$ cat src/common/synth_pkg.sv
package synth_pkg;

	// ********************
	// widths
	// ********************

	localparam int phase_bits = 16;  // per-voice phase accumulator
	localparam int wave_bits = 8;    // phase bits seen by the waveform shaper

	typedef logic [11:0] sample_t;

	// ********************
	// MIDI
	// ********************

	localparam logic [3:0] status_note_off = 4'h8;
	localparam logic [3:0] status_note_on = 4'h9;
	localparam logic [3:0] status_control = 4'hb;

	localparam int sustain_controller = 64;
	localparam int sustain_threshold = 64;  // pedal counts as down from this value up

	typedef enum logic [1:0] {
		msg_none,
		msg_note_on,
		msg_note_off,
		msg_control
	} midi_kind_e;

	// value carries the velocity for notes and the controller value otherwise
	typedef struct packed {
		midi_kind_e kind;
		logic [6:0] note;
		logic [6:0] value;
	} midi_msg_t;

	// ********************
	// voices and waves
	// ********************

	typedef enum logic [1:0] {
		wave_square,
		wave_saw,
		wave_triangle
	} wave_mode_e;

	typedef struct packed {
		logic active;
		logic [wave_bits-1:0] phase;  // top bits of the accumulator
		logic [6:0] velocity;
	} voice_t;

endpackage

$ cat src/source/uart_rx.sv
`timescale 1ns/1ps

module uart_rx #(
	parameter int clks_per_bit = 16
) (
	input logic MHz10,
	input logic nrst,
	input logic en,
	input logic ser_in,
	output logic [7:0] data,
	output logic done
);
	localparam int cnt_bits = (clks_per_bit > 2) ? $clog2(clks_per_bit) : 1;
	localparam logic [cnt_bits-1:0] last_cnt = cnt_bits'(clks_per_bit - 1);
	localparam logic [cnt_bits-1:0] half_cnt = cnt_bits'(clks_per_bit / 2 - 1);

	typedef enum logic [1:0] {
		st_idle,
		st_start,
		st_data,
		st_stop
	} rx_state_e;

	rx_state_e state;
	logic [1:0] rx_sync;
	logic rx;
	logic [cnt_bits-1:0] baud_cnt;
	logic [2:0] bit_cnt;
	logic sample_bit;

	assign rx = rx_sync[1];
	assign sample_bit = (state == st_data) && (baud_cnt == last_cnt);

	always_ff @(posedge MHz10 or negedge nrst) begin
		if (!nrst) begin
			rx_sync <= 2'b11;  // line idles high
			state <= st_idle;
			baud_cnt <= '0;
			bit_cnt <= '0;
			done <= 1'b0;
		end else if (en) begin
			rx_sync <= {rx_sync[0], ser_in};
			done <= 1'b0;
			baud_cnt <= baud_cnt + 1'b1;
			case (state)
				st_idle: begin
					baud_cnt <= '0;
					if (!rx)
						state <= st_start;
				end
				st_start: begin
					// recheck the start bit halfway through so that a glitch is ignored
					if (baud_cnt == half_cnt) begin
						baud_cnt <= '0;
						bit_cnt <= '0;
						state <= rx ? st_idle : st_data;
					end
				end
				st_data: begin
					if (baud_cnt == last_cnt) begin
						baud_cnt <= '0;
						bit_cnt <= bit_cnt + 1'b1;
						if (bit_cnt == 3'd7)
							state <= st_stop;
					end
				end
				default: begin
					if (baud_cnt == last_cnt) begin
						done <= rx;  // a frame with a bad stop bit is dropped
						state <= st_idle;
					end
				end
			endcase
		end
	end

	// LSB arrives first, so bits shift in from the top
	always_ff @(posedge MHz10) begin
		if (en && sample_bit)
			data <= {rx, data[7:1]};
	end

endmodule

$ cat src/midi/midi_decoder.sv
`timescale 1ns/1ps

module midi_decoder import synth_pkg::*; (
	input logic MHz10,
	input logic nrst,
	input logic en,
	input logic [7:0] data,
	input logic done,
	output midi_msg_t msg,
	output logic msg_valid
);
	typedef enum logic [1:0] {
		wait_status,
		first_data,
		second_data
	} parse_state_e;

	parse_state_e state;
	logic [3:0] status_q;  // message type nibble of the last status byte
	logic [6:0] note_q;
	logic is_status;
	logic known_status;
	midi_kind_e kind_next;

	assign is_status = data[7];

	always_comb begin
		known_status = (data[7:4] == status_note_off) ||
			(data[7:4] == status_note_on) ||
			(data[7:4] == status_control);
	end

	// ********************
	// message classification
	// ********************

	always_comb begin
		case (status_q)
			status_note_on: begin
				// velocity 0 is the usual way to release a note
				kind_next = (data[6:0] == 7'd0) ? msg_note_off : msg_note_on;
			end
			status_note_off: kind_next = msg_note_off;
			status_control: kind_next = msg_control;
			default: kind_next = msg_none;
		endcase
	end

	// ********************
	// byte parser
	// ********************

	always_ff @(posedge MHz10 or negedge nrst) begin
		if (!nrst) begin
			state <= wait_status;
			status_q <= '0;
			note_q <= '0;
			msg <= '0;
			msg_valid <= 1'b0;
		end else if (en) begin
			msg_valid <= 1'b0;
			if (done) begin
				if (is_status) begin
					status_q <= data[7:4];
					// unsupported messages are skipped until the next status byte
					state <= known_status ? first_data : wait_status;
				end else begin
					case (state)
						first_data: begin
							note_q <= data[6:0];
							state <= second_data;
						end
						second_data: begin
							msg <= '{kind: kind_next, note: note_q, value: data[6:0]};
							msg_valid <= 1'b1;
							state <= wait_status;  // no running status
						end
						default: begin
							state <= wait_status;  // stray data byte
						end
					endcase
				end
			end
		end
	end

endmodule

$ cat src/voice/voice_bank.sv
`timescale 1ns/1ps

module voice_bank import synth_pkg::*; #(
	parameter int n_voices = 8
) (
	input logic MHz10,
	input logic nrst,
	input logic en,
	input logic clear,
	input midi_msg_t msg,
	input logic msg_valid,
	input logic phase_step,
	output voice_t [n_voices-1:0] voices
);
	localparam int idx_bits = (n_voices > 1) ? $clog2(n_voices) : 1;

	typedef logic [phase_bits-1:0] phase_t;

	logic [6:0] note_q [n_voices];
	logic [6:0] vel_q [n_voices];
	phase_t inc_q [n_voices];
	phase_t phase_q [n_voices];
	logic [n_voices-1:0] active;
	logic [n_voices-1:0] released;  // held only by the pedal
	logic sustain;
	logic [idx_bits-1:0] free_idx;
	logic free_any;
	phase_t note_inc;
	logic note_on;
	logic note_off;
	logic pedal;

	// top octave increments, each lower octave is one more shift right
	function automatic phase_t semitone_inc(input logic [6:0] note);
		logic [3:0] octave;
		logic [3:0] semi;
		phase_t base;
		octave = 4'(note / 7'd12);
		semi = 4'(note % 7'd12);
		case (semi)
			4'd0: base = phase_t'(3512);
			4'd1: base = phase_t'(3721);
			4'd2: base = phase_t'(3942);
			4'd3: base = phase_t'(4177);
			4'd4: base = phase_t'(4425);
			4'd5: base = phase_t'(4688);
			4'd6: base = phase_t'(4967);
			4'd7: base = phase_t'(5262);
			4'd8: base = phase_t'(5575);
			4'd9: base = phase_t'(5906);
			4'd10: base = phase_t'(6258);
			default: base = phase_t'(6630);
		endcase
		return base >> (4'd10 - octave);
	endfunction

	assign note_on = msg_valid && (msg.kind == msg_note_on);
	assign note_off = msg_valid && (msg.kind == msg_note_off);
	assign pedal = msg_valid && (msg.kind == msg_control) &&
		(msg.note == 7'(sustain_controller));
	assign note_inc = semitone_inc(msg.note);

	always_comb begin
		free_any = 1'b0;
		free_idx = '0;
		for (int i = n_voices - 1; i >= 0; i--) begin
			if (!active[i]) begin
				free_any = 1'b1;
				free_idx = idx_bits'(i);
			end
		end
	end

	// ********************
	// voice state
	// ********************

	always_ff @(posedge MHz10 or negedge nrst) begin
		if (!nrst) begin
			active <= '0;
			released <= '0;
			sustain <= 1'b0;
			for (int i = 0; i < n_voices; i++)
				phase_q[i] <= '0;
		end else if (en) begin
			for (int i = 0; i < n_voices; i++) begin
				if (phase_step && active[i])
					phase_q[i] <= phase_q[i] + inc_q[i];
				if (note_off && active[i] && (note_q[i] == msg.note)) begin
					if (sustain)
						released[i] <= 1'b1;
					else
						active[i] <= 1'b0;
				end
				// pedal up ends every note that was let go while it was down
				if (pedal && (msg.value < 7'(sustain_threshold)) && released[i]) begin
					active[i] <= 1'b0;
					released[i] <= 1'b0;
				end
			end
			if (pedal)
				sustain <= (msg.value >= 7'(sustain_threshold));
			if (note_on && free_any) begin  // no free voice drops the note
				active[free_idx] <= 1'b1;
				released[free_idx] <= 1'b0;
				phase_q[free_idx] <= '0;
			end
			if (clear) begin
				active <= '0;
				released <= '0;
			end
		end
	end

	always_ff @(posedge MHz10) begin
		if (en && note_on && free_any) begin
			note_q[free_idx] <= msg.note;
			vel_q[free_idx] <= msg.value;
			inc_q[free_idx] <= note_inc;
		end
	end

	always_comb begin
		for (int i = 0; i < n_voices; i++) begin
			voices[i].active = active[i];
			voices[i].phase = phase_q[i][phase_bits-1 -: wave_bits];
			voices[i].velocity = vel_q[i];
		end
	end

endmodule

$ cat src/mixer/mix_sequencer.sv
`timescale 1ns/1ps

module mix_sequencer import synth_pkg::*; #(
	parameter int n_voices = 8,
	parameter int samp_div = 64
) (
	input logic MHz10,
	input logic nrst,
	input logic en,
	input logic wave_mode_pb,
	input voice_t [n_voices-1:0] voices,
	output logic phase_step,
	output sample_t latch_output
);
	localparam int div_bits = $clog2(samp_div);
	localparam int idx_bits = (n_voices > 1) ? $clog2(n_voices) : 1;
	localparam logic [div_bits-1:0] div_last = div_bits'(samp_div - 1);
	localparam logic [idx_bits-1:0] idx_last = idx_bits'(n_voices - 1);

	logic [div_bits-1:0] div_cnt;
	logic [idx_bits-1:0] voice_idx;
	logic busy;  // a pass over the voices is running
	logic last_voice;
	sample_t sum;
	sample_t sum_next;
	logic [2:0] pb_sync;
	logic pb_rise;
	wave_mode_e wave_mode;
	voice_t cur;
	logic [wave_bits-1:0] shaped;
	logic [wave_bits+6:0] product;
	logic [wave_bits-1:0] contrib;

	// ********************
	// sample tick
	// ********************

	always_ff @(posedge MHz10 or negedge nrst) begin
		if (!nrst) begin
			div_cnt <= '0;
			phase_step <= 1'b0;
		end else if (en) begin
			phase_step <= (div_cnt == div_last);
			div_cnt <= (div_cnt == div_last) ? '0 : div_cnt + 1'b1;
		end
	end

	// button goes through two sync flops, the third finds the edge
	assign pb_rise = pb_sync[1] & ~pb_sync[2];

	always_ff @(posedge MHz10 or negedge nrst) begin
		if (!nrst) begin
			pb_sync <= '0;
			wave_mode <= wave_square;
		end else if (en) begin
			pb_sync <= {pb_sync[1:0], wave_mode_pb};
			if (pb_rise) begin
				case (wave_mode)
					wave_square: wave_mode <= wave_saw;
					wave_saw: wave_mode <= wave_triangle;
					default: wave_mode <= wave_square;
				endcase
			end
		end
	end

	// ********************
	// shaper and scaling
	// ********************

	assign cur = voices[voice_idx];

	always_comb begin
		case (wave_mode)
			wave_saw: shaped = cur.phase;
			wave_triangle: begin
				// 2*(255-p) is the inverted phase shifted up one
				if (cur.phase[wave_bits-1])
					shaped = {~cur.phase[wave_bits-2:0], 1'b0};
				else
					shaped = {cur.phase[wave_bits-2:0], 1'b0};
			end
			default: shaped = {wave_bits{cur.phase[wave_bits-1]}};
		endcase
	end

	assign product = shaped * cur.velocity;
	assign contrib = cur.active ? product[wave_bits+6:7] : '0;
	assign sum_next = sum + sample_t'(contrib);
	assign last_voice = (voice_idx == idx_last);

	always_ff @(posedge MHz10 or negedge nrst) begin
		if (!nrst) begin
			busy <= 1'b0;
			voice_idx <= '0;
			sum <= '0;
			latch_output <= '0;
		end else if (en) begin
			if (phase_step) begin
				sum <= '0;
				voice_idx <= '0;
				busy <= 1'b1;
			end else if (busy) begin
				sum <= sum_next;
				voice_idx <= voice_idx + 1'b1;
				if (last_voice) begin
					busy <= 1'b0;
					latch_output <= sum_next;  // includes the last voice
				end
			end
		end
	end

endmodule

$ cat src/source/poly_synth.sv
`timescale 1ns/1ps

module poly_synth import synth_pkg::*; #(
	parameter int n_voices = 8,
	parameter int clks_per_bit = 16,
	parameter int samp_div = 64
) (
	input logic MHz10,
	input logic nrst,
	input logic en,
	input logic ser_in,
	input logic wave_mode_pb,
	input logic clear,
	output sample_t latch_output
);
	logic [7:0] rx_data;
	logic rx_done;
	midi_msg_t msg;
	logic msg_valid;
	voice_t [n_voices-1:0] voices;
	logic phase_step;  // sample tick from the mixer back to the voices

	uart_rx #(
		.clks_per_bit(clks_per_bit)
	) uart_rx_inst (
		.MHz10(MHz10),
		.nrst(nrst),
		.en(en),
		.ser_in(ser_in),
		.data(rx_data),
		.done(rx_done)
	);

	midi_decoder midi_decoder_inst (
		.MHz10(MHz10),
		.nrst(nrst),
		.en(en),
		.data(rx_data),
		.done(rx_done),
		.msg(msg),
		.msg_valid(msg_valid)
	);

	voice_bank #(
		.n_voices(n_voices)
	) voice_bank_inst (
		.MHz10(MHz10),
		.nrst(nrst),
		.en(en),
		.clear(clear),
		.msg(msg),
		.msg_valid(msg_valid),
		.phase_step(phase_step),
		.voices(voices)
	);

	mix_sequencer #(
		.n_voices(n_voices),
		.samp_div(samp_div)
	) mix_sequencer_inst (
		.MHz10(MHz10),
		.nrst(nrst),
		.en(en),
		.wave_mode_pb(wave_mode_pb),
		.voices(voices),
		.phase_step(phase_step),
		.latch_output(latch_output)
	);

endmodule

$ cat config.mk
export PLATFORM = sky130hd
export DESIGN_NAME = poly_synth
export DESIGN_NICKNAME = d
export VERILOG_FILES = /design/src/common/synth_pkg.sv /design/src/source/uart_rx.sv /design/src/midi/midi_decoder.sv /design/src/voice/voice_bank.sv /design/src/mixer/mix_sequencer.sv /design/src/source/poly_synth.sv
export SDC_FILE = /design/constraint.sdc
export NUM_CORES = 1
export LEC_CHECK = 0
export BUFFER_PORTS_ARGS = -buffer_cell sky130_fd_sc_hd__buf_2
export CORE_UTILIZATION = 25
export DETAILED_ROUTE_END_ITERATION = 6
export MAX_ROUTING_LAYER = met4
export PLACE_DENSITY_LB_ADDON = 0.08
export SLEW_MARGIN = 20
export SYNTH_ARGS = -nofsm -noshare
export SYNTH_HDL_FRONTEND = slang
export SYNTH_SLANG_ARGS = --single-unit
$ cat constraint.sdc
create_clock -name MHz10 -period 7.8 [get_ports MHz10]
set_input_delay 0.78 -clock MHz10 [delete_from_list [all_inputs] [get_ports MHz10]]
set_output_delay 0.78 -clock MHz10 [all_outputs]
set_load 0.05 [all_outputs]
## Word-level counts from Yosys, hierarchy flattened

Memories as Yosys holds them, arrays and structs flattened.
Cells that the tools add are included.
Widths: inputs -> output; s select.

| storage, ports and cells | value |
|---|---|
| flip-flop bits (word level) | 235 |
| memory bits (writable) | 240 |
| bits in read-only memories | 208 |
| memories kept | 4 |

Memories:

| memory | depth | bits a word | read ports | clocked after Yosys merged registers in | wr ports | line | text |
|---|---|---|---|---|---|---|---|
| (no name shown) | 16 | 13 | 1 | 0 | 0 | voice_bank.sv:40 | `case (semi)` |
| voice_bank_inst.inc_q | 8 | 16 | 8 | 0 | 1 | voice_bank.sv:21 | `phase_t inc_q [n_voices];` |
| voice_bank_inst.note_q | 8 | 7 | 8 | 0 | 1 | voice_bank.sv:19 | `logic [6:0] note_q [n_voices];` |
| voice_bank_inst.vel_q | 8 | 7 | 8 | 0 | 1 | voice_bank.sv:20 | `logic [6:0] vel_q [n_voices];` |

| cells by class | value |
|---|---|
| $add $sub $neg | 14 |
| multipliers | 1 |
| divide/modulo/power cells | 2 |
| $lt $le $gt $ge | 7 |
| equality and inequality tests | 33 |
| shift-type cells | 1 |
| multiplexer cells | 144 |
| bitwise gates (word level) | 11 |
| reductions and logical operators | 63 |

Operator list:

| operator | count |
|---|---|
| $mux 16 | 18 |
| $add 16x16->16 | 8 |
| $and 128x128->128 | 1 |
| $mux 128 | 1 |
| $not 128->128 | 1 |
| $mux 1 | 84 |
| $eq 7x7->1 | 8 |
| $bmux 16 s3 | 1 |
| $demux 16 s3 | 1 |
| $mux 8 | 6 |
| $logic_and 1x1->1 | 44 |
| $mux 3 | 12 |
| $eq 4x4->1 const B | 7 |
| $mux 12 | 2 |
| $mux 2 | 9 |
| $pmux 8 s2 | 1 |
| $reduce_and 4->1 | 4 |
| $shr 16x4->16 | 1 |
| $mul 8x7->15 | 1 |
| $add 12x8->12 | 1 |
| $pmux 2 s3 | 2 |
| $pmux 4 s3 | 1 |
| $eq 2x2->1 const B | 5 |
| $and 8x8->8 | 1 |
| other kinds (39) | 56 |

## Depth between registers and ports, before layout

Gate-level depths: netlist of the first run.

| depth | value |
|---|---|
| word-level depth | 16 |
| depth in mapped cells | 35 |
| gate-level depth less buffers | 32 |

## Hierarchy

A second synthesis of the first run with hierarchy kept.

| unflattened totals | value |
|---|---|
| cells, all modules | 2362 |
| area total of the unflattened synthesis | 26519.2 um^2 |

By module, submodules not included:

| module | instances | cells each | area an instance (um^2) | seq. area each (um^2) |
|---|---|---|---|---|
| voice_bank | 1 | 1709 | 19446.2 | 10114.7 |
| mix_sequencer | 1 | 493 | 4904.7 | 1001.0 |
| midi_decoder | 1 | 78 | 1238.7 | 750.7 |
| uart_rx | 1 | 82 | 929.6 | 543.0 |

## Worst setup path after synthesis of the first run

Ideal clock, no wire load.

| timing path | value |
|---|---|
| kind | register -> register |
| start point | register mix_sequencer_inst.voice_idx[0] |
| end point | register mix_sequencer_inst.latch_output[10] |
| arrival time | 7.687 ns |
| setup slack | -0.023 ns |
| stages on the path, launching flop included | 33 |
| buffers on the path | 3 |
| period minus slack after synthesis | 7.823 ns |
| cell sequence | dfrtp_1 > buf_2 > buf_2 > buf_2 > mux4_2 > mux2_2 > a221oi_1 > or2_2 > fa_1 > fa_1 > inv_1 > fa_1 > inv_1 > fa_1 > inv_1 > ha_1 > nand2_1 > o21ai_0 > a211oi_2 > inv_1 > a21oi_1 > xor2_1 > nor2_1 > ha_1 > a21o_1 > a21oi_1 > o21bai_1 > a21oi_1 > o21bai_1 > a21o_1 > nand3_1 > xor2_1 > o21ai_0 |

| on the way | value |
|---|---|
| longest elaborated chain between the ends | 8 |

Ends and longest elaborated chain:

| what | line | text |
|---|---|---|
| start: declaration | mix_sequencer.sv:21 | `logic [idx_bits-1:0] voice_idx;` |
| start signal: assignment | mix_sequencer.sv:105 | `voice_idx <= voice_idx + 1'b1;` |
| $bmux 16 s3 | mix_sequencer.sv:71 | `assign cur = voices[voice_idx];` |
| $mux 16 (implied by the code) | mix_sequencer.sv:71 |  |
| $not 7->7 | mix_sequencer.sv:79 | `shaped = {~cur.phase[wave_bits-2:0], 1'b0};` |
| $mux 8 | mix_sequencer.sv:78 | `if (cur.phase[wave_bits-1])` |
| $pmux 8 s2 | mix_sequencer.sv:74 | `case (wave_mode)` |
| $mul 8x7->15 | mix_sequencer.sv:87 | `assign product = shaped * cur.velocity;` |
| $mux 8 | mix_sequencer.sv:88 | `assign contrib = cur.active ? product[wave_bits+6:7] : '0;` |
| $add 12x8->12 | mix_sequencer.sv:89 | `assign sum_next = sum + sample_t'(contrib);` |
| end signal: assignment | mix_sequencer.sv:108 | `latch_output <= sum_next;` |
| end: declaration | mix_sequencer.sv:13 | `output sample_t latch_output` |

Parallel ways exist; a longest one is shown, timed or not. The select of a mux whose other input is x is not followed.
A chain may end at the register's enable or synchronous reset.

## Worst setup path after layout of the first run

| timing path | value |
|---|---|
| start point | register mix_sequencer_inst.voice_idx[1] |
| end point | register mix_sequencer_inst.sum[11] |

| on the way | value |
|---|---|
| longest elaborated chain between the ends | 10 |

Ends and longest elaborated chain:

| what | line | text |
|---|---|---|
| $bmux 16 s3 * | mix_sequencer.sv:71 |  |
| $mux 16 (implied by the code) * | mix_sequencer.sv:71 |  |
| $not 7->7 | mix_sequencer.sv:79 |  |
| $mux 8 | mix_sequencer.sv:78 |  |
| $pmux 8 s2 | mix_sequencer.sv:74 |  |
| $mul 8x7->15 | mix_sequencer.sv:87 |  |
| $mux 8 * | mix_sequencer.sv:88 |  |
| $add 12x8->12 * | mix_sequencer.sv:89 |  |
| $mux 12 * | mix_sequencer.sv:103 | `end else if (busy) begin` |
| $mux 12 * | mix_sequencer.sv:99 | `if (phase_step) begin` |
| end signal: assignment | mix_sequencer.sv:104 | `sum <= sum_next;` |
| end: declaration | mix_sequencer.sv:24 | `sample_t sum;` |

Every way passes the cells marked *; elsewhere a longest branch is shown, timed or not. The select of a mux whose other input is x is not followed.

==> results of run 1 <==
power groups by stage:
stage | Combinational [W] | Sequential [W] | Clock (W)
floorplan | 0.000267 | 0.00260 | 0
global placement | 0.000375 | 0.00262 | 0
detailed placement | 0.000378 | 0.00262 | 0
CTS | 0.000380 | 0.00258 | 0.00289
global route | 0.000460 | 0.00258 | 0.00298
finish | 0.000411 | 0.00257 | 0.00278
sequential cells by signal, summed over array words and instances (netlist names), 4 cells and up:
signal and cells:
uart_rx_inst.baud_cnt 4, voice_bank_inst.released 8, voice_bank_inst.active 8, midi_decoder_inst.status_q 4
mix_sequencer_inst.sum 12, voice_bank_inst.note_q 56, voice_bank_inst.vel_q 56, voice_bank_inst.phase_q 64
uart_rx_inst.data 8, voice_bank_inst.voices 64, voice_bank_inst.inc_q 104, midi_decoder_inst.note_q 7
midi_decoder_inst.msg 16, mix_sequencer_inst.latch_output 12, mix_sequencer_inst.div_cnt 6
cell families (layout without fill, tap and decap cells):
logic type / after synthesis / count (layout) / synth area share (%)
buf+inv: 175 / 301 / 2.70
xor+xnor: 183 / 183 / 6.35
compound gates: 537 / 537 / 14.5
flops: 451 / 451 / 49.1
fa+ha+maj: 202 / 202 / 11.1
simple gates: 511 / 511 / 10.1
mux: 106 / 106 / 6.07
worst max-delay path: cells and delay by family (launching register included):
family / cells / cell delay (ns)
buf+inv: 5 / 0.50
flops: 1 / 0.37
mux: 3 / 1.08
xor+xnor: 1 / 0.13
compound gates: 10 / 1.48
fa+ha+maj: 6 / 2.64
simple gates: 6 / 1.07
through the flow:
step	instance area, um^2	setup WS [ns]	hold slack [ns]	setup TNS, ns	utilization, %
floorplan	25300	0.0407	0.446	0	-
global placement	27300	-0.0248	0.463	-0.0248	27.3
detailed placement	27300	-0.0471	0.474	-0.0482	27.3
CTS	29300	0.00627	0.138	0	29.3
global route	29500	-0.0265	0.160	-0.0462	29.4
finish	29500	0.360	0.131	0	29.4
metal layers:
layer  vias to the layer above  global-route usage [%]
met3                        80                    1.82
met4                         0                    2.80
met1                      8734                    20.7
met2                       257                    22.4
li1                       8216                       -
met5                         -                       -
worst paths after layout:
check                                                           to  slack [ns]  cells after the start
worst max-delay path                    mix_sequencer_inst.sum[11]        0.36                     31
min in group MHz10                         uart_rx_inst.rx_sync[0]        0.39                      2
worst max register to register          mix_sequencer_inst.sum[11]        0.36                     31
max in group asynchronous          mix_sequencer_inst.voice_idx[0]        6.26                      2
worst min-delay path            mix_sequencer_inst.latch_output[3]        0.13                      1
worst min register to register  mix_sequencer_inst.latch_output[8]        0.48                      2
cell usage in the layout, fill, tap and decap left out, types with 15 or more instances in the layout:
master and n:
a211oi_1 15, a21o_1 37, a21oi_1 93, a22o_1 95, a31oi_1 26, and2_1 31
and3_1 21, buf_2 16, buf_4 80, clkbuf_16 58, clkinv_2 15, dfrtp_1 223
edfxtp_1 224, fa_1 37, ha_1 165, inv_1 92, mux2_2 46, mux2i_1 22
mux4_2 31, nand2_1 107, nand3_1 57, nand4_1 16, nor2_1 132, nor3_1 36
o21ai_0 112, o21bai_1 30, o31ai_1 22, or3_1 24, xnor2_1 145, xor2_1 38
timing repair:
| item | 4_1_cts | 5_1_grt |
|---|---|---|
| resized for setup | 2 | 21 |
| gates cloned | 0 | 0 |
| pin swaps | 0 | 4 |
| setup endpoints to repair | 4 | 12 |
| buffers inserted | 0 | 8 |
area by class of cell:
cell class	instances	share of cell area, %
Tap cell	1298	5.51
Timing Repair Buffer	100	2.51
Inverter	93	1.19
Multi-Input combinational cell	1539	42.0
Clock inverter	39	1.55
Sequential cell	451	42.1
Clock buffer	69	5.14
==> results.py, run 1 <==
metrics = {
    "job": {
        "drv_cap": 0,
    },
    "power_and_ir_drop": {
        "p_total_w": 0.00576,
        "internal_power_w": 0.00437,
        "p_sw_w": 0.00139,
        "clkPwrFrac_pct": 48.2,
        "share_comb_of_total_power_pct": 7.1,
        "total_leakage_power_nw": 12.2,
        "peakVddDrop_v": 0.000155,
        "powerDensity_mw_per_mm2": 196,
        "p_seq_share_pct": 44.6,
        "swShare_pct": 24.1,
    },
    "cts": {
        "cts_tree": "built",
        "h-tree-depth": 2,
        "clock_latency_ns": 0.62,
        "cts_root_buf": "clkbuf_16",
        "cts_max_path_buffers": 3,
        "cts.sinks": 451,
        "cts_buffers": 57,
        "holdBufCountCts": 0,
        "cts.reportedPaths.clkPinSlew_ns": 0.06,
    },
    "detailed_routing": {
        "drtAntennaViolNets": 0,
        "first_pass_iters": 5,
        "routed-wl-met3_mm": 2.38,
        "route.met2.wl_mm": 32.2,
        "wl_per_cell_um": 20.2,
        "met1_length_mm": 36.7,
        "post_drt_via_cell_ratio": 4.82,
        "num_vias": 17300,
        "routed_wl_mm": 72.4,
        "drc": 0,
        "top_layer_used": "met4",
        "drt-initial-drc-count": 865,
    },
    "synth": {
        "synth_area_per_cell_um2": 11.7,
        "yosysMostFrequentCell": "dfrtp_1",
        "synth_cell_type_count": 87,
        "netlist_instances": 2165,
        "synth_edf_count": 224,
        "synthFlopType": "dfrtp_1",
        "async_flop_share_pct": 50.3,
        "synth_top_cell_area_share_pct": 26.6,
        "synth_warnings": 0,
        "synthTopCellsByCount": "dfrtp_1, edfxtp_1, ha_1, xnor2_1, nor2_1",
        "syn-cell-area_mm2": 0.0253,
        "ys_ff_latch": 451,
        "synth.net_count": 2373,
        "synth_area_leaders": "edfxtp_1, dfrtp_1, ha_1, xnor2_1, a22o_1",
        "yosysSeqAreaShare_pct": 49.1,
        "yosys.area.top_type": "edfxtp_1",
    },
    "global_route": {
        "grt_pass1_wl_mm": 112,
        "grt_usage_pct": 14.6,
        "grt_overflow": 0,
        "antenna_found_initial": 8,
        "grt_pass1_vias": 17800,
        "grt_max_degree": 70,
    },
    "timing": {
        "finalCritPeriodShare_pct": 95.4,
        "hold_viol_final": 0,
        "max_slew_margin_pct": 32.2,
        "setup_viol": 0,
        "finalMaxSlewViolations": 0,
        "clock_skew_ns": 0.0285,
        "min_period_ns": 7.44,
        "max_freq_mhz": 134,
        "worstMarginPinSlew_ns": 1.02,
    },
    "run_status": {
        "status": "complete, no violations",
    },
    "finish": {
        "final_nets": 2450,
        "n_fill_cell": 10200,
        "synthToLayoutAreaGrowth_pct": 16.6,
        "multi_input_area_mm2": 0.0124,
        "n_antenna_cell": 0,
        "seq_area_mm2": 0.0124,
        "final_layout_size_suffix_gt1_share_pct": 14.3,
        "stdcell_count": 3589,
    },
    "placement": {
        "numPortBuffers": 17,
        "dp_cells": 3473,
        "dp_hpwl_mm": 49.3,
        "place.gp.congestion": 0.792,
    },
    "die": {
        "pin_count": 18,
        "die_h_um": 320,
        "die_area_mm2": 0.102,
        "initial_core_util_pct": 25.2,
        "num_rows": 116,
        "coreArea_mm2": 0.100,
        "die_x_um": 320,
    },
    "setup_path": {
        "required_ns": 8.27,
        "critical_path_class": "reg2reg",
        "startpoint": "mix_sequencer_inst.voice_idx[1]",
        "critPathLaunchType": "register",
        "critPathMaxStageDelay_ns": 0.55,
        "crit_top_cell": "fa_1",
        "end_kind": "register",
        "slowest_stage": "mux4_2",
        "worstPathMaxFanout": 17,
        "worstReg2RegStart": "mix_sequencer_inst.voice_idx[1]",
        "critPathArrivalTime_ns": 7.91,
    },
    "min_path": {
        "min_path_type": "in2async",
    },
}
Note: power is estimated with default switching activity, not from simulation.
==> run 2, diff against run 1 <==
--- a/config.mk
+++ b/config.mk
@@ -9,7 +9,7 @@
 export CORE_UTILIZATION = 25
 export DETAILED_ROUTE_END_ITERATION = 6
 export MAX_ROUTING_LAYER = met4
-export PLACE_DENSITY_LB_ADDON = 0.08
+export RECOVER_POWER = 100
 export SLEW_MARGIN = 20
 export SYNTH_ARGS = -nofsm -noshare
 export SYNTH_HDL_FRONTEND = slang
==> results.py, run 2 (synthesized netlist as in run 1, its figures left out) <==
metrics = {
    "cts": {
        "cts_tree": "built",
        "clock_latency_ns": 0.59,
        "cts_buffers": 50,
        "h-tree-depth": 2,
        "cts_root_buf": "clkbuf_16",
        "cts.reportedPaths.clkPinSlew_ns": 0.06,
        "cts_max_path_buffers": 3,
        "cts.sinks": 451,
    },
    "global_route": {
        "antenna_found_initial": 1,
        "grt_pass1_wl_mm": 92.3,
        "grt_pass1_vias": 17000,
        "grt_overflow": 0,
        "grt_usage_pct": 11.5,
        "grt_max_degree": 132,
    },
    "detailed_routing": {
        "routed-wl-met3_mm": 2.14,
        "drtAntennaViolNets": 0,
        "met1_length_mm": 26.4,
        "top_layer_used": "met4",
        "num_vias": 16900,
        "post_drt_via_cell_ratio": 4.75,
        "first_pass_iters": 5,
        "drc": 0,
        "routed_wl_mm": 56.3,
        "drt-initial-drc-count": 1379,
        "route.met2.wl_mm": 26.7,
        "wl_per_cell_um": 15.9,
    },
    "finish": {
        "seq_area_mm2": 0.0124,
        "final_nets": 2422,
        "synthToLayoutAreaGrowth_pct": 13.8,
        "n_fill_cell": 10200,
        "final_common_cell": "edfxtp_1",
        "largest_register_ffs": 104,
        "multi_input_area_mm2": 0.0122,
        "final_cell_mix": "edfxtp_1, dfrtp_1, ha_1, xnor2_1, nor2_1",
        "final_layout_size_suffix_gt1_share_pct": 10.2,
        "regMostFlops": "voice_bank_inst.inc_q",
        "fin_area_mm2": 0.0287,
    },
    "timing": {
        "max_freq_mhz": 136,
        "finalCritPeriodShare_pct": 94.2,
        "max_slew_margin_pct": -263,
        "worstMarginPinSlew_ns": 5.44,
        "hold_viol_final": 0,
        "finalMaxSlewViolations": 432,
        "layout_setup_ws_ns": 0.449,
        "setup_viol": 0,
        "clock_skew_ns": 0.0216,
        "min_period_ns": 7.35,
    },
    "power_and_ir_drop": {
        "peakVddDrop_v": 0.000150,
        "share_comb_of_total_power_pct": 6.9,
        "total_leakage_power_nw": 11.7,
        "swShare_pct": 22.8,
        "p_total_w": 0.00540,
        "p_seq_share_pct": 47.7,
        "p_sw_w": 0.00123,
        "powerDensity_mw_per_mm2": 188,
        "internal_power_w": 0.00417,
        "clkPwrFrac_pct": 45.4,
    },
    "setup_path": {
        "critical_path_class": "reg2reg",
        "required_ns": 8.23,
        "end_kind": "register",
        "crit_top_cell": "fa_1",
        "critPathArrivalTime_ns": 7.78,
        "critPathMaxStageDelay_ns": 0.55,
        "worstPathMaxFanout": 9,
        "slowest_stage": "fa_1",
        "critPathLaunchType": "register",
    },
    "min_path": {
        "min_path_type": "in2reg",
    },
    "run_status": {
        "violations": "capacitance limit, slew limit",
        "status": "complete, but fails checks",
    },
    "placement": {
        "numPortBuffers": 17,
        "place.gp.congestion": 0.873,
        "placed_cell_area_mm2": 0.0272,
        "dp_slack_ns": 0.0673,
        "dp_hpwl_mm": 39.4,
    },
    "die": {
        "pin_count": 18,
        "die_h_um": 320,
        "coreArea_mm2": 0.100,
        "num_rows": 116,
        "die_area_mm2": 0.102,
        "initial_core_util_pct": 25.2,
        "die_x_um": 320,
    },
    "job": {
        "drv_cap": 17,
    },
}
==> run 2: stage by stage <==
step	utilization, %	TNS (ns)	hold slack, ns	instances
CTS	28.8	0	0.247	3548
finish	28.7	0	0.441	3554
global placement	27.1	0	0.464	3456
floorplan	-	0	0.446	2165
detailed placement	27.1	0	0.474	3456
global route	28.7	-0.000688	0.427	3553
==> run 2: repair_timing <==
item / 4_1_cts / 5_1_grt
endpoints found under the hold margin: 0 / 0
setup buffers: 0 / 4
endpoints found under the setup margin: 0 / 12
hold buffers: 0 / 0
gates resized for setup: 0 / 17
==> run 2: layout make-up <==
type                    instances  share of cell area, %
flip-flops and latches        451                   43.2
multi-input cells            1539                   42.4
well taps                    1298                   5.65
clock buffers                  68                   4.84
repair buffers                 79                   1.55
inverters                      93                   1.21
clock inverters                24                   1.09
diodes                          2                 0.0174
==> run 2: routing by layer <==
metal / vias up / GRT usage [%]
met2: 271 / 18.7
met1: 8374 / 14.8
met5: - / -
met4: 0 / 3.22
li1: 8160 / -
met3: 72 / 1.73
==> run 2: final timing paths <==
kind | from | end | slack [ns] | cells past startpoint
max in group asynchronous | nrst | voice_bank_inst.phase_q[19] | 2.54 | 1
worst max register to register | mix_sequencer_inst.voice_idx[0] | mix_sequencer_inst.latch_output[10] | 0.45 | 31
worst min-delay path | ser_in | uart_rx_inst.rx_sync[0] | 0.44 | 2
min in group asynchronous | nrst | mix_sequencer_inst.latch_output[0] | 2.20 | 1
worst min register to register | voice_bank_inst.released[2] | voice_bank_inst.released[2] | 0.48 | 1
worst max-delay path | mix_sequencer_inst.voice_idx[0] | mix_sequencer_inst.latch_output[10] | 0.45 | 31
==> run 2: power groups by stage <==
stage	combinational, W	clock, W	sequential [W]
floorplan	0.000267	0	0.00260
global route	0.000419	0.00261	0.00258
global placement	0.000348	0	0.00262
finish	0.000375	0.00245	0.00257
CTS	0.000352	0.00251	0.00258
detailed placement	0.000351	0	0.00262
==> run 2: critical path: cells and delay by family (launching register included) <==
| family | cells | cell delay [ns] |
|---|---|---|
| XOR/XNOR | 1 | 0.15 |
| buffers and inverters | 5 | 0.60 |
| AND/OR/NAND/NOR | 5 | 0.59 |
| AO/OA/AOI/OAI | 11 | 1.56 |
| adder cells (fa/ha/maj) | 7 | 2.98 |
| multiplexers | 2 | 0.82 |
| flip-flops | 1 | 0.50 |
==> run 3, diff against run 2 <==
--- a/config.mk
+++ b/config.mk
@@ -6,6 +6,7 @@
 export NUM_CORES = 1
 export LEC_CHECK = 0
 export BUFFER_PORTS_ARGS = -buffer_cell sky130_fd_sc_hd__buf_2
+export CORE_MARGIN = 4
 export CORE_UTILIZATION = 25
 export DETAILED_ROUTE_END_ITERATION = 6
 export MAX_ROUTING_LAYER = met4
==> results.py, run 3 (synthesized netlist as in run 1, its figures left out) <==
metrics = {
    "finish": {
        "final_cell_mix": "edfxtp_1, dfrtp_1, ha_1, xnor2_1, nor2_1",
        "fin_area_mm2": 0.0287,
        "synthToLayoutAreaGrowth_pct": 13.5,
        "final_layout_size_suffix_gt1_share_pct": 10.3,
        "final_nets": 2424,
        "regMostFlops": "voice_bank_inst.inc_q",
        "largest_register_ffs": 104,
        "final_common_cell": "edfxtp_1",
    },
    "min_path": {
        "min_path_type": "in2async",
    },
    "detailed_routing": {
        "num_vias": 16900,
        "drc": 0,
        "drtAntennaViolNets": 0,
        "wl_per_cell_um": 15.9,
        "routed_wl_mm": 56.5,
        "first_pass_iters": 5,
        "post_drt_via_cell_ratio": 4.77,
        "drt-initial-drc-count": 1022,
    },
    "timing": {
        "layout_setup_ws_ns": 0.435,
        "worstMarginPinSlew_ns": 3.30,
        "max_slew_margin_pct": -120,
        "hold_viol_final": 0,
        "setup_viol": 0,
        "max_freq_mhz": 136,
        "min_period_ns": 7.36,
        "finalMaxSlewViolations": 464,
        "clock_skew_ns": 0.0244,
        "finalCritPeriodShare_pct": 94.4,
        "holdWs_ns": 0.205,
    },
    "cts": {
        "cts_max_path_buffers": 3,
        "cts_tree": "built",
        "cts.reportedPaths.clkPinSlew_ns": 0.06,
        "clock_latency_ns": 0.58,
        "cts_buffers": 49,
        "holdBufCountCts": 0,
        "cts_root_buf": "clkbuf_16",
        "h-tree-depth": 2,
        "cts.sinks": 451,
    },
    "setup_path": {
        "slowest_stage": "fa_1",
        "required_ns": 8.24,
        "end_kind": "register",
        "critical_path_class": "reg2reg",
        "critPathArrivalTime_ns": 7.80,
        "critPathMaxStageDelay_ns": 0.55,
        "reg2regPathDepth": 31,
        "worstPathMaxFanout": 6,
        "critPathLaunchType": "register",
    },
    "power_and_ir_drop": {
        "peakVddDrop_v": 0.000136,
        "powerDensity_mw_per_mm2": 182,
        "total_leakage_power_nw": 11.7,
    },
    "global_route": {
        "grt_usage_pct": 10.8,
        "grt_max_degree": 123,
        "grt_pass1_vias": 17000,
        "grt_pass1_wl_mm": 92.7,
        "grt_overflow": 0,
        "antenna_found_initial": 2,
    },
    "die": {
        "initial_core_util_pct": 25.2,
        "pin_count": 18,
        "die_h_um": 326,
        "coreArea_mm2": 0.100,
        "die_x_um": 326,
        "num_rows": 116,
        "die_area_mm2": 0.106,
    },
    "placement": {
        "dp_slack_ns": 0.0373,
        "dp_hpwl_mm": 39.4,
        "placed_cell_area_mm2": 0.0271,
        "numPortBuffers": 17,
        "place.gp.congestion": 0.853,
    },
    "job": {
        "drv_cap": 18,
    },
    "run_status": {
        "violations": "capacitance limit, slew limit",
        "status": "complete, but fails checks",
    },
}
[run 3: cell types whose count changed in the layout (fill, tap and decap cells not counted), sizes merged]
cell / before / now
buf: 36 / 43
bufinv: 7 / 3
clkbuf: 111 / 107
clkinvlp: 2 / 5
diode: 2 / 1
inv: 95 / 93
[run 3: timing repair]
| action | 4_1_cts | 5_1_grt |
|---|---|---|
| setup endpoints to repair | 0 | 12 |
| endpoints found under the hold margin | 0 | 0 |
| setup buffers | 0 | 10 |
| gates resized for setup | 0 | 24 |
[run 3: worst max-delay path, delay by kind of cell (launching register included)]
family                   cells  cell delay [ns]
multiplexers                 3             0.97
XOR/XNOR                     1             0.13
AO/OA/AOI/OAI               10             1.69
buffers and inverters        6             0.79
adder cells (fa/ha/maj)      6             2.33
flip-flops                   1             0.46
AND/OR/NAND/NOR              5             0.86
[run 3: through the flow]
stage | power, W | utilization [%] | TNS (ns) | instances
2_1_floorplan | 0.00287 | - | 0 | 2165
3_3_place_gp | 0.00297 | 27.1 | 0 | 3453
3_5_place_dp | 0.00298 | 27.1 | 0 | 3453
4_1_cts | 0.00526 | 28.6 | 0 | 3542
5_1_grt | 0.00543 | 28.6 | -0.0186 | 3553
6_report | 0.00523 | 28.6 | 0 | 3553
[run 3: cell type report]
class / count / area, um^2
fillers: 10200 / 71500
flip-flops and latches: 451 / 12400
multi-input cells: 1539 / 12200
well taps: 1298 / 1620
clock buffers: 68 / 1360
repair buffers: 82 / 485
inverters: 93 / 349
clock inverters: 21 / 193
diodes: 1 / 2.50
[run 3: final timing paths]
kind	to	startpoint	slack, ns
setup reg to reg	mix_sequencer_inst.sum[11]	mix_sequencer_inst.voice_idx[0]	0.44
hold / removal	mix_sequencer_inst.latch_output[1]	nrst	0.21
setup / recovery	mix_sequencer_inst.sum[11]	mix_sequencer_inst.voice_idx[0]	0.44
hold reg to reg	voice_bank_inst.released[2]	voice_bank_inst.released[2]	0.48
max in group asynchronous	mix_sequencer_inst.voice_idx[0]	nrst	3.45
min in group MHz10	mix_sequencer_inst.pb_sync[0]	wave_mode_pb	0.44
[run 3: per-layer routing]
layer	GRT usage, %	part of all wire [%]
met1	14.3	47
met3	1.41	3.5
met2	18.1	48
met4	2.07	1.6
met5	-	0
[run 3: power breakdown]
| part | leakage, nW | internal, W | switching [W] |
|---|---|---|---|
| clock network | 0.743 | 0.00131 | 0.000954 |
| logic | 5.83 | 0.000163 | 0.000225 |
| registers | 5.11 | 0.00252 | 0.0000476 |
